<file path="config.mk">
export PLATFORM = sky130hd
export DESIGN_NAME = udp_loopback_top
export DESIGN_NICKNAME = d
export VERILOG_FILES = /design/src/axis_pkg.sv /design/src/udp_pkg.sv /design/src/axis_if.sv /design/src/frame_led_capture.sv /design/src/udp_hdr_responder.sv /design/src/udp_loopback_top.sv /design/src/udp_payload_fifo.sv
export SDC_FILE = /design/constraint.sdc
export NUM_CORES = 1
export LEC_CHECK = 0
export ABC_AREA = 1
export BUFFER_PORTS_ARGS = -buffer_cell sky130_fd_sc_hd__buf_4
export CAP_MARGIN = 30
export CELL_PAD_IN_SITES_DETAIL_PLACEMENT = 1
export CELL_PAD_IN_SITES_GLOBAL_PLACEMENT = 2
export CORE_AREA = 2 2 417 419
export CTS_BUF_LIST = sky130_fd_sc_hd__clkbuf_16
export DETAILED_ROUTE_END_ITERATION = 10
export DIE_AREA = 0 0 419 421
export PLACE_DENSITY = 0.69
export SYNTH_ARGS = -nofsm -noshare
export SYNTH_HDL_FRONTEND = slang
export SYNTH_SLANG_ARGS = --single-unit
</file>
<file path="constraint.sdc">
create_clock -name clk -period 11.5 [get_ports clk]
set_input_delay 0.575 -clock clk [delete_from_list [all_inputs] [get_ports clk]]
set_output_delay 0.575 -clock clk [all_outputs]
set_load 0.1 [all_outputs]
</file>
<file path="src/axis_pkg.sv">
// Payload stream widths, beat types and the header buffer state enum
`default_nettype none

package axis_pkg;

    // 64-bit payload path
    localparam int DATA_BYTES = 8;

    typedef logic [DATA_BYTES*8-1:0] data_t;
    typedef logic [DATA_BYTES-1:0]   keep_t;

    // One stored payload beat
    typedef struct packed {
        data_t data;
        keep_t keep;
        logic  last;
        logic  user;
    } axis_beat_t;

    // Occupancy of the one-entry header buffer
    typedef enum logic {
        BUF_EMPTY = 1'b0,
        BUF_FULL  = 1'b1
    } buf_state_t;

    localparam int LED_WIDTH = 8;

endpackage

`default_nettype wire

</file>
<file path="src/udp_pkg.sv">
// UDP/IP header field types and the packed reply header struct
`default_nettype none

package udp_pkg;

    // IPv4 address
    typedef logic [31:0] ip_addr_t;

    // UDP port number
    typedef logic [15:0] udp_port_t;

    // UDP length field
    typedef logic [15:0] udp_len_t;

    // Header bundle with length in the top bits and source IP in the bottom bits
    typedef struct packed {
        udp_len_t  length;
        udp_port_t dest_port;
        udp_port_t source_port;
        ip_addr_t  dest_ip;
        ip_addr_t  source_ip;
    } udp_hdr_t;

endpackage

`default_nettype wire

</file>
<file path="src/axis_if.sv">
// Payload stream interface with source and sink modports
`timescale 1ns/1ns
`default_nettype none

interface axis_if import axis_pkg::*; ();

    data_t tdata;
    keep_t tkeep;
    logic  tvalid;
    logic  tready;
    logic  tlast;
    logic  tuser;

    // Side that produces beats
    modport source (
        output tdata, tkeep, tvalid, tlast, tuser,
        input  tready
    );

    // Side that consumes beats and drives back-pressure
    modport sink (
        input  tdata, tkeep, tvalid, tlast, tuser,
        output tready
    );

endinterface

`default_nettype wire

</file>
<file path="src/frame_led_capture.sv">
// Frame start tracking on the outgoing payload stream and LED byte latch
`timescale 1ns/1ns
`default_nettype none

module frame_led_capture import axis_pkg::*; (
    input  logic                 clk,
    input  logic                 rst,
    // Observation only
    axis_if.sink                 mon,
    output logic [LED_WIDTH-1:0] led
);

    logic in_frame;
    logic xfer;
    logic first_beat;

    assign xfer       = mon.tvalid && mon.tready;
    assign first_beat = xfer && !in_frame;

    // Set after a non-last beat, cleared after a last beat
    always_ff @(posedge clk) begin
        if (rst) begin
            in_frame <= 1'b0;
        end else if (xfer) begin
            in_frame <= !mon.tlast;
        end
    end

    // Low byte of the first beat goes to the LEDs
    always_ff @(posedge clk) begin
        if (rst) begin
            led <= '0;
        end else if (first_beat) begin
            led <= mon.tdata[LED_WIDTH-1:0];
        end
    end

endmodule

`default_nettype wire

</file>
<file path="src/udp_hdr_responder.sv">
// One-entry header buffer that turns a received UDP header into the reply header
`timescale 1ns/1ns
`default_nettype none

module udp_hdr_responder import udp_pkg::*, axis_pkg::*; (
    input  logic     clk,
    input  logic     rst,
    input  ip_addr_t local_ip,
    input  logic     s_hdr_valid,
    input  udp_hdr_t s_hdr,
    output logic     s_hdr_ready,
    output logic     m_hdr_valid,
    output udp_hdr_t m_hdr,
    input  logic     m_hdr_ready
);

    buf_state_t state;
    udp_hdr_t   reply;
    udp_hdr_t   reply_q;
    logic       hdr_accept;

    // Room when empty, or when the held reply leaves this cycle
    assign s_hdr_ready = (state == BUF_EMPTY) || m_hdr_ready;
    assign hdr_accept  = s_hdr_valid && s_hdr_ready;

    // Swap rule for the reply
    always_comb begin
        reply.source_ip   = local_ip;
        reply.dest_ip     = s_hdr.source_ip;
        reply.source_port = s_hdr.dest_port;
        reply.dest_port   = s_hdr.source_port;
        reply.length      = s_hdr.length;
    end

    always_ff @(posedge clk) begin
        if (rst) begin
            state <= BUF_EMPTY;
        end else if (hdr_accept) begin
            state <= BUF_FULL;
        end else if (m_hdr_ready) begin
            state <= BUF_EMPTY;
        end
    end

    // Reply register only loads on accept
    always_ff @(posedge clk) begin
        if (hdr_accept) begin
            reply_q <= reply;
        end
    end

    assign m_hdr_valid = (state == BUF_FULL);
    assign m_hdr       = reply_q;

    // A stalled reply keeps its valid and its contents until taken
    property p_hold_under_stall;
        @(posedge clk) disable iff (rst)
        m_hdr_valid && !m_hdr_ready |=> m_hdr_valid && $stable(m_hdr);
    endproperty

    a_hold_under_stall: assert property (p_hold_under_stall)
        else $error("reply header changed while stalled");

endmodule

`default_nettype wire

</file>
<file path="src/udp_loopback_top.sv">
// UDP loop-back top level with plain ports, header responder, payload FIFO and LEDs
`timescale 1ns/1ns
`default_nettype none

module udp_loopback_top import udp_pkg::*, axis_pkg::*; #(
    parameter int FIFO_DEPTH = 16
) (
    input  logic                 clk,
    input  logic                 rst,

    // Received header
    input  logic                 s_hdr_valid,
    output logic                 s_hdr_ready,
    input  ip_addr_t             s_hdr_source_ip,
    input  ip_addr_t             s_hdr_dest_ip,
    input  udp_port_t            s_hdr_source_port,
    input  udp_port_t            s_hdr_dest_port,
    input  udp_len_t             s_hdr_length,

    // Reply header
    output logic                 m_hdr_valid,
    input  logic                 m_hdr_ready,
    output ip_addr_t             m_hdr_source_ip,
    output ip_addr_t             m_hdr_dest_ip,
    output udp_port_t            m_hdr_source_port,
    output udp_port_t            m_hdr_dest_port,
    output udp_len_t             m_hdr_length,

    // Received payload
    input  data_t                s_payload_tdata,
    input  keep_t                s_payload_tkeep,
    input  logic                 s_payload_tvalid,
    output logic                 s_payload_tready,
    input  logic                 s_payload_tlast,
    input  logic                 s_payload_tuser,

    // Reply payload
    output data_t                m_payload_tdata,
    output keep_t                m_payload_tkeep,
    output logic                 m_payload_tvalid,
    input  logic                 m_payload_tready,
    output logic                 m_payload_tlast,
    output logic                 m_payload_tuser,

    input  ip_addr_t             local_ip,
    output logic [LED_WIDTH-1:0] led
);

    udp_hdr_t rx_hdr;
    udp_hdr_t tx_hdr;

    axis_if rx_payload ();
    axis_if tx_payload ();

    // Header fields in, reply fields out
    always_comb begin
        rx_hdr.length      = s_hdr_length;
        rx_hdr.dest_port   = s_hdr_dest_port;
        rx_hdr.source_port = s_hdr_source_port;
        rx_hdr.dest_ip     = s_hdr_dest_ip;
        rx_hdr.source_ip   = s_hdr_source_ip;
    end

    assign m_hdr_length      = tx_hdr.length;
    assign m_hdr_dest_port   = tx_hdr.dest_port;
    assign m_hdr_source_port = tx_hdr.source_port;
    assign m_hdr_dest_ip     = tx_hdr.dest_ip;
    assign m_hdr_source_ip   = tx_hdr.source_ip;

    // Payload ports onto the streams
    assign rx_payload.tdata  = s_payload_tdata;
    assign rx_payload.tkeep  = s_payload_tkeep;
    assign rx_payload.tvalid = s_payload_tvalid;
    assign rx_payload.tlast  = s_payload_tlast;
    assign rx_payload.tuser  = s_payload_tuser;
    assign s_payload_tready  = rx_payload.tready;

    assign m_payload_tdata   = tx_payload.tdata;
    assign m_payload_tkeep   = tx_payload.tkeep;
    assign m_payload_tvalid  = tx_payload.tvalid;
    assign m_payload_tlast   = tx_payload.tlast;
    assign m_payload_tuser   = tx_payload.tuser;
    assign tx_payload.tready = m_payload_tready;

    udp_hdr_responder u_udp_hdr_responder (
        .clk         (clk),
        .rst         (rst),
        .local_ip    (local_ip),
        .s_hdr_valid (s_hdr_valid),
        .s_hdr       (rx_hdr),
        .s_hdr_ready (s_hdr_ready),
        .m_hdr_valid (m_hdr_valid),
        .m_hdr       (tx_hdr),
        .m_hdr_ready (m_hdr_ready)
    );

    udp_payload_fifo #(
        .DEPTH (FIFO_DEPTH)
    ) u_udp_payload_fifo (
        .clk    (clk),
        .rst    (rst),
        .s_axis (rx_payload.sink),
        .m_axis (tx_payload.source)
    );

    // Watches the outgoing stream only
    frame_led_capture u_frame_led_capture (
        .clk (clk),
        .rst (rst),
        .mon (tx_payload.sink),
        .led (led)
    );

endmodule

`default_nettype wire

</file>
<file path="src/udp_payload_fifo.sv">
// Parameterized synchronous payload FIFO with occupancy assertions
`timescale 1ns/1ns
`default_nettype none

module udp_payload_fifo import axis_pkg::*; #(
    // Power of two, at least 2
    parameter int DEPTH = 16
) (
    input logic  clk,
    input logic  rst,
    axis_if.sink   s_axis,
    axis_if.source m_axis
);

    localparam int AW = $clog2(DEPTH);

    axis_beat_t mem [DEPTH];

    logic [AW-1:0] wr_ptr;
    logic [AW-1:0] rd_ptr;
    logic [AW:0]   count;

    axis_beat_t wr_beat;
    axis_beat_t rd_beat;
    logic       push;
    logic       pop;

    // Input side
    assign s_axis.tready = (count < DEPTH);
    assign push          = s_axis.tvalid && s_axis.tready;

    always_comb begin
        wr_beat.data = s_axis.tdata;
        wr_beat.keep = s_axis.tkeep;
        wr_beat.last = s_axis.tlast;
        wr_beat.user = s_axis.tuser;
    end

    // Output side reads the head entry directly
    assign rd_beat       = mem[rd_ptr];
    assign m_axis.tvalid = (count != 0);
    assign m_axis.tdata  = rd_beat.data;
    assign m_axis.tkeep  = rd_beat.keep;
    assign m_axis.tlast  = rd_beat.last;
    assign m_axis.tuser  = rd_beat.user;
    assign pop           = m_axis.tvalid && m_axis.tready;

    // Storage
    always_ff @(posedge clk) begin
        if (push) begin
            mem[wr_ptr] <= wr_beat;
        end
    end

    // Pointers wrap naturally at DEPTH
    always_ff @(posedge clk) begin
        if (rst) begin
            wr_ptr <= '0;
            rd_ptr <= '0;
        end else begin
            if (push) begin
                wr_ptr <= wr_ptr + 1'b1;
            end
            if (pop) begin
                rd_ptr <= rd_ptr + 1'b1;
            end
        end
    end

    always_ff @(posedge clk) begin
        if (rst) begin
            count <= '0;
        end else begin
            case ({push, pop})
                2'b10:   count <= count + 1'b1;
                2'b01:   count <= count - 1'b1;
                default: count <= count;
            endcase
        end
    end

    // Occupancy stays within the memory
    a_count_bound: assert property (
        @(posedge clk) disable iff (rst) count <= DEPTH
    ) else $error("FIFO count above depth");

    // A read needs stored data, judged from the pointers
    a_no_empty_read: assert property (
        @(posedge clk) disable iff (rst)
        pop |-> (rd_ptr != wr_ptr) || (count == DEPTH)
    ) else $error("FIFO read while empty");

endmodule

`default_nettype wire

</file>
==> results of run 1 <==
==> power by group through the flow <==
stage,clock (mW),combinational (mW),sequential [mW]
after floorplan,0,3.02,5.91
after global placement,0,4.38,5.70
after detailed placement,0,4.45,5.70
after CTS,4.60,4.50,5.60
after global routing,4.77,4.77,5.62
final,4.48,4.43,5.60
==> cell usage after synthesis, types with 19 or more instances <==
master    instances  share of area [%]
nor2_1          731                5.3
inv_1           109               0.80
edfxtp_1       1296                 76
buf_4            23               0.34
nand3_1         237                2.3
buf_1            19               0.14
o211ai_1        186                2.7
nand2_1         324                2.4
dfxtp_1          27                1.1
o221ai_1         74                1.3
buf_2            73               0.71
clkbuf_1        113               0.83
o21ai_1          89               0.87
o21ai_0         439                4.3
==> flip-flops by register name, summed over array words and instances (netlist names), named ones only <==
| register | flops |
|---|---|
| u_udp_payload_fifo.rd_ptr | 4 |
| u_udp_payload_fifo.count | 5 |
| u_frame_led_capture.in_frame | 1 |
| u_udp_payload_fifo.wr_ptr | 4 |
| u_udp_payload_fifo.mem | 1184 |
| u_frame_led_capture.led | 8 |
| u_udp_hdr_responder.m_hdr_valid | 1 |
| u_udp_hdr_responder.m_hdr | 112 |
==> worst max-delay path: cells and delay by family, from the launching register on <==
kind	cells	cell delay, ns
buffers and inverters	4	2.54
AO/OA/AOI/OAI	2	0.42
AND/OR/NAND/NOR	2	0.35
flip-flops	1	0.52
==> worst paths after layout <==
| kind | to | slack (ns) | start | cells past startpoint |
|---|---|---|---|---|
| worst min-delay path | u_udp_payload_fifo.mem[0][62] | 0.08 | s_payload_tdata[52] | 1 |
| worst max-delay path | m_payload_tdata[55] | 6.18 | register | 8 |
| worst max register to register | u_udp_payload_fifo.mem[15][3] | 7.73 | u_udp_payload_fifo.count[4] | 7 |
| worst min register to register | register | 0.49 | u_udp_payload_fifo.rd_ptr[2] | 2 |
==> logic make-up (layout without fill, tap and decap cells) <==
group	Yosys count	after routing
DFF	1323	1323
buffers and inverters	360	943
and+or+nand+nor	1296	1296
other	0	6
xor gates and xnor gates	4	4
AOI/OAI and AO/OA	812	812
adders and majority gates	9	9
==> layer usage <==
layer | global-route usage (%) | vias up | wire [um]
li1 | - | 14900 | -
met1 | 22.2 | 16900 | 66900
met2 | 30.2 | 600 | 79400
met3 | 3.30 | 268 | 6250
met4 | 6.38 | 18 | 5120
met5 | 0 | - | 114
==> per-stage QoR <==
stage / cells / utilization (%) / area (sq um) / setup slack, ns
2_1_floorplan: 3804 / - / 51300 / 4.65
3_3_place_gp: 6326 / 32.8 / 56500 / 6.88
3_5_place_dp: 6333 / 32.9 / 56700 / 6.85
4_1_cts: 6708 / 36.2 / 62400 / 5.98
5_1_grt: 6718 / 36.2 / 62500 / 5.88
6_report: 6718 / 36.2 / 62500 / 6.18
==> layout make-up <==
cell class / count / area (sq um) / area share (%)
clock inverter: 108 / 744 / 1.19
timing repair buffer: 569 / 4800 / 7.68
antenna: 6 / 15.0 / 0.0240
tap: 2325 / 2910 / 4.65
clock buffer: 153 / 3830 / 6.12
multi-input combinational: 2121 / 10300 / 16.5
inverter: 113 / 455 / 0.729
sequential: 1323 / 39500 / 63.1
==> timing repair <==
action,CTS,global route
endpoints found under the hold margin,120,0
setup endpoints to repair,0,0
hold buffers,114,0
==> results.cfg, run 1 <==
[synth]
synthFlopType = edfxtp_1
synth-seq-cells = 1323
synthMuxAreaShare_pct = 0
synth_nets = 4037
async_flop_share_pct = 0
yosysUniqueCellTypes = 32
synth_top_family_by_area = simple AND/OR/NAND/NOR gates
synthSimpleGateAreaFrac_pct = 10.1
syn_inst = 3804
synth_edf_count = 1296
yosysWarnings = 0
postSynthAreaPerCell_sq_um = 13.5
synth_xor_area_share_pct = 0.0683
syn_area_sq_um = 51300
synth_compound_area_share_pct = 9.43
synth_seq_area_share_pct = 76.9
synthAdderAreaFrac_pct = 0.219

[critical_path]
cp.required_ns = 10.93
critPathMostFrequentCell = buf_4
max_stage_delay_ns = 0.82
crit_chain = inv_8, buf_4, buf_4, o21ai_0, o211ai_1, nand3_1, nand2_1, buf_4
endpoint_kind = output pin
cp_data_arrival_time_ns = 4.75
crit_type = reg -> out
slowest_stage = buf_4
critPathMaxFanout = 99
worst_setup_path_start_kind = register

[run_status]
status = finished, final reports clean

[power_and_ir_drop]
comb_power_share_pct = 30.5
ir_worst_vdd_mv = 0.206
leakagePower_nw = 21.4
total_power_mw = 14.5
switching_share_pct = 37.8
internal_power_mw = 9.02
powerDensity_nw_per_um2 = 232
p_clk_share_pct = 30.9
p_seq_share_pct = 38.6
power_switching_mw = 5.49

[routing]
drtAntennaViolNets = 0
dr.pass1.iters = 5
avgViaCountPerCell = 4.86
routedWlPerCell_um = 23.5
drt-total-wl_um = 158000
drcViolationCount = 0
dr.first_iter.drc_count = 1895
via_count = 32600

[floorplanning]
core_sq_um = 172000
die_area_sq_um = 176000
io-pin-count = 422
die_w_um = 419
dieHeight_um = 421
fp-row-count = 153
start_util_pct = 29.7

[place]
portBuffers = 389
routabilityCongestion = 0.738
hpwl_um = 80700

[grt]
grt_pass1_vias = 33700
grt_max_degree = 249
antenna_found_initial = 21
grt-ovfl-total = 0
grt_util_all_layers_pct = 17.7
grt_pass1_wl_um = 230000

[clock_tree]
htree_levels = 4
ctsLongestPathBuffers = 3
cts_root_buffer = clkbuf_16
cts_tree = done
cts_sinks = 1323
worst_skew_pair.late_latency_ns = 0.81
clk_transition_reported_paths_ns = 0.06
cts_setup_buffers = 0
numCtsBuffers = 149
cts-resized-gates = 0

[cells_and_area]
fin_nets = 4510
drive_gt1_share_pct = 15.4
final_cell_mix = 1296 x edfxtp_1, 715 x nor2_1, 441 x buf_4
final_common_cell = edfxtp_1
area_delta_synth_final_pct = 21.8
fillers = 18100

[sta]
tightest_slew_ns = 1.14
drv_slew = 0
period_minus_slack_ns = 5.32
fin_setup_tns_ns = 0
relSlewSlack_pct = 24.3
rsz0062_at_grt = no
hold_viol_final = 0
fmax_mhz = 188
holdWs_ns = 0.0789
fin_worst_skew_ns = 0.0394
fin_crit_sh_pct = 46.3
setup_viol = 0

[min_path]
hold_path.class = in -> reg

[flow_run]
max_cap_viol_count = 0
Power figures use the tool's default switching activity.
==> run 2, diff against run 1 <==
Settings changed: ABC_AREA 1 to 0, CORE_AREA 2 2 417 419 to 2 2 409 411, DIE_AREA 0 0 419 421 to 0 0 411 413, PLACE_DENSITY 0.69 to 0.65.
Clock period 11.5 ns to 4.44 ns, I/O delays scaled along.
==> run 2 against run 1 <==
Against the previous run: cell count fell by 26%; first-iteration DRC count down 16%; flip-flop and latch count did not move; clock power grew to 2.6 times the previous value.
==> results.cfg, run 2 <==
[sta]
relSlewSlack_pct = 44.7
fin_setup_tns_ns = 0
tightest_slew_ns = 0.829
period_minus_slack_ns = 3.73
drv_slew = 0
setup_ws_ns = 0.711
fmax_mhz = 268
holdWs_ns = 0.157
fin_worst_skew_ns = 0.0305
hold_viol_final = 0
fin_crit_sh_pct = 84.0
rsz0062_at_grt = no
setup_viol = 0

[critical_path]
slowest_stage = dfxtp_4
reg2reg_from = u_udp_payload_fifo.count[1]
path_buf_inv = 2
crit_type = reg -> out
critical_path.top_delay_family = multiplexers
cp.required_ns = 4.22
cp_data_arrival_time_ns = 3.51
worst_setup_path_start_kind = register
max_stage_delay_ns = 0.87
critPathMaxFanout = 24
endpoint_kind = output pin
crit_chain = buf_4, mux4_2, mux4_2, buf_4

[synth]
syn_inst = 1928
async_flop_share_pct = 0
synth-seq-cells = 1323
netlist_top_cells_count = 1296 x edfxtp_1, 362 x mux4_2, 39 x clkbuf_1, 27 x dfxtp_1, 25 x mux2i_1
synth_nets = 2161
yosysUniqueCellTypes = 45
synth_top_cell_area_share_pct = 79.0
syn_area_sq_um = 49300
synthFlopType = edfxtp_1
synth_top_cell_by_area = edfxtp_1
yosysWarnings = 0
synth_area_leaders = edfxtp_1 79%, mux4_2 17%, dfxtp_1 1.1%
synth_seq_area_share_pct = 80.1
synth_edf_count = 1296
postSynthAreaPerCell_sq_um = 25.5
yosysMostFrequentCell = edfxtp_1

[floorplanning]
core_sq_um = 166000
dieHeight_um = 413
start_util_pct = 29.7
io-pin-count = 422
die_area_sq_um = 170000
fp-row-count = 150
die_w_um = 411

[cells_and_area]
final_cells = 4940
largest_reg_flops = 1184
drive_gt1_share_pct = 37.7
design_area_sq_um = 61800
seqCellArea_sq_um = 39500
top_register = u_udp_payload_fifo.mem
fin_nets = 2849
multi_input_area_sq_um = 9250
postLayoutCoreUtil_pct = 37.2
area_delta_synth_final_pct = 25.4
final_cell_mix = 1296 x edfxtp_1, 408 x buf_4, 362 x mux4_2
final_common_cell = edfxtp_1
fillers = 15900

[grt]
grt_pass1_wl_um = 185000
grt-ovfl-total = 0
grt_pass1_vias = 25700
grt_max_degree = 113
antenna_found_initial = 20
grt_util_all_layers_pct = 15.3

[clock_tree]
hold_buffers = 191
htree_levels = 4
cts_tree = done
cts-resized-gates = 0
ctsLongestPathBuffers = 3
cts_setup_buffers = 0
cts_root_buffer = clkbuf_16
worst_skew_pair.late_latency_ns = 0.79
clk_transition_reported_paths_ns = 0.06
numCtsBuffers = 145
cts_sinks = 1323

[power_and_ir_drop]
ir_worst_vdd_mv = 0.440
leakagePower_nw = 19.8
internal_power_mw = 22.9
switching_share_pct = 30.5
p_clk_share_pct = 34.9
p_seq_share_pct = 43.6
power_switching_mw = 10.0
powerDensity_nw_per_um2 = 532
comb_power_share_pct = 21.4
total_power_mw = 32.9

[routing]
via_count = 23200
avgViaCountPerCell = 4.69
drtAntennaViolNets = 0
routedWlPerCell_um = 26.2
dr.pass1.iters = 5
dr.first_iter.drc_count = 1587
drt-total-wl_um = 130000
drcViolationCount = 0

[place]
routabilityCongestion = 0.784
portBuffers = 389
hpwl_um = 69900
dp_slack_ns = 1.40
placed_cells = 4482
dpl_cell_area_sq_um = 55200

[min_path]
hold_path.class = in -> reg
hp-start = s_hdr_dest_port[4]

[flow_run]
max_cap_viol_count = 0

[run_status]
status = finished, final reports clean
## run 2: cell count changes after synthesis, sizes merged, moves of 25 or more
cell | before | now
mux4 | 0 | 362
nand2 | 324 | 10
o211ai | 186 | 2
o21ai | 528 | 3
clkbuf | 113 | 39
nand3 | 237 | 3
buf | 134 | 52
nor2 | 732 | 12
mux2i | 0 | 25
inv | 111 | 8
o221ai | 74 | 1
## run 2: final cells by class
type                            instances  share of cell area [%]
Antenna cell                            8                  0.0324
Tap cell                             2204                    4.46
Inverter                                8                  0.0486
Multi-Input combinational cell        506                    15.0
Timing Repair Buffer                  632                    9.14
Clock inverter                        114                    1.55
Clock buffer                          145                    5.87
Sequential cell                      1323                    63.9
## run 2: worst reg2reg max path, cell delays in order (launching register included)
cell,delay (ns)
dfxtp_1,0.38
or4_4,0.60
o21ai_1,0.31
inv_2,0.13
ha_1,0.35
xor2_1,0.20
ha_1,0.24
a21oi_1,0.18
xor2_1,0.10
or3_1,0.32
a21oi_1,0.15
## run 2: power groups by stage
stage / logic, mW / registers, mW / clock network, mW
after detailed placement: 7.02 / 14.6 / 0
after global routing: 7.42 / 14.4 / 12.2
after floorplan: 4.65 / 15.1 / 0
after CTS: 7.19 / 14.4 / 11.8
after global placement: 6.92 / 14.6 / 0
final: 7.05 / 14.3 / 11.5
## run 2: cells by family (layout without fill, tap and decap cells)
family | Yosys count | count (layout) | share of synthesized area, %
buf+inv | 99 | 899 | 1.19
mux | 387 | 387 | 17.1
simple gates | 60 | 60 | 0.655
compound gates | 43 | 43 | 0.627
flops | 1323 | 1323 | 80.1
other cells | 0 | 8 | 0
fa+ha+maj | 9 | 9 | 0.229
xor+xnor | 7 | 7 | 0.124
## run 2: path summary, 6_finish.rpt
kind	endpoint	slack, ns	cells after the start
max	m_payload_tdata[23]	0.71	4
max reg2reg	u_udp_payload_fifo.count[2]	1.41	10
min	u_udp_hdr_responder.m_hdr[68]	0.16	2
min reg2reg	u_frame_led_capture.led[1]	0.46	1
## run 2: metal layers
| metal | up-vias | part of all wire [%] | GRT usage [%] |
|---|---|---|---|
| li1 | 9746 | - | - |
| met1 | 12500 | 39 | 17.9 |
| met2 | 691 | 53 | 27.4 |
| met3 | 203 | 5.9 | 3.98 |
| met4 | 6 | 2.5 | 4.41 |
| met5 | - | 0.033 | 0 |
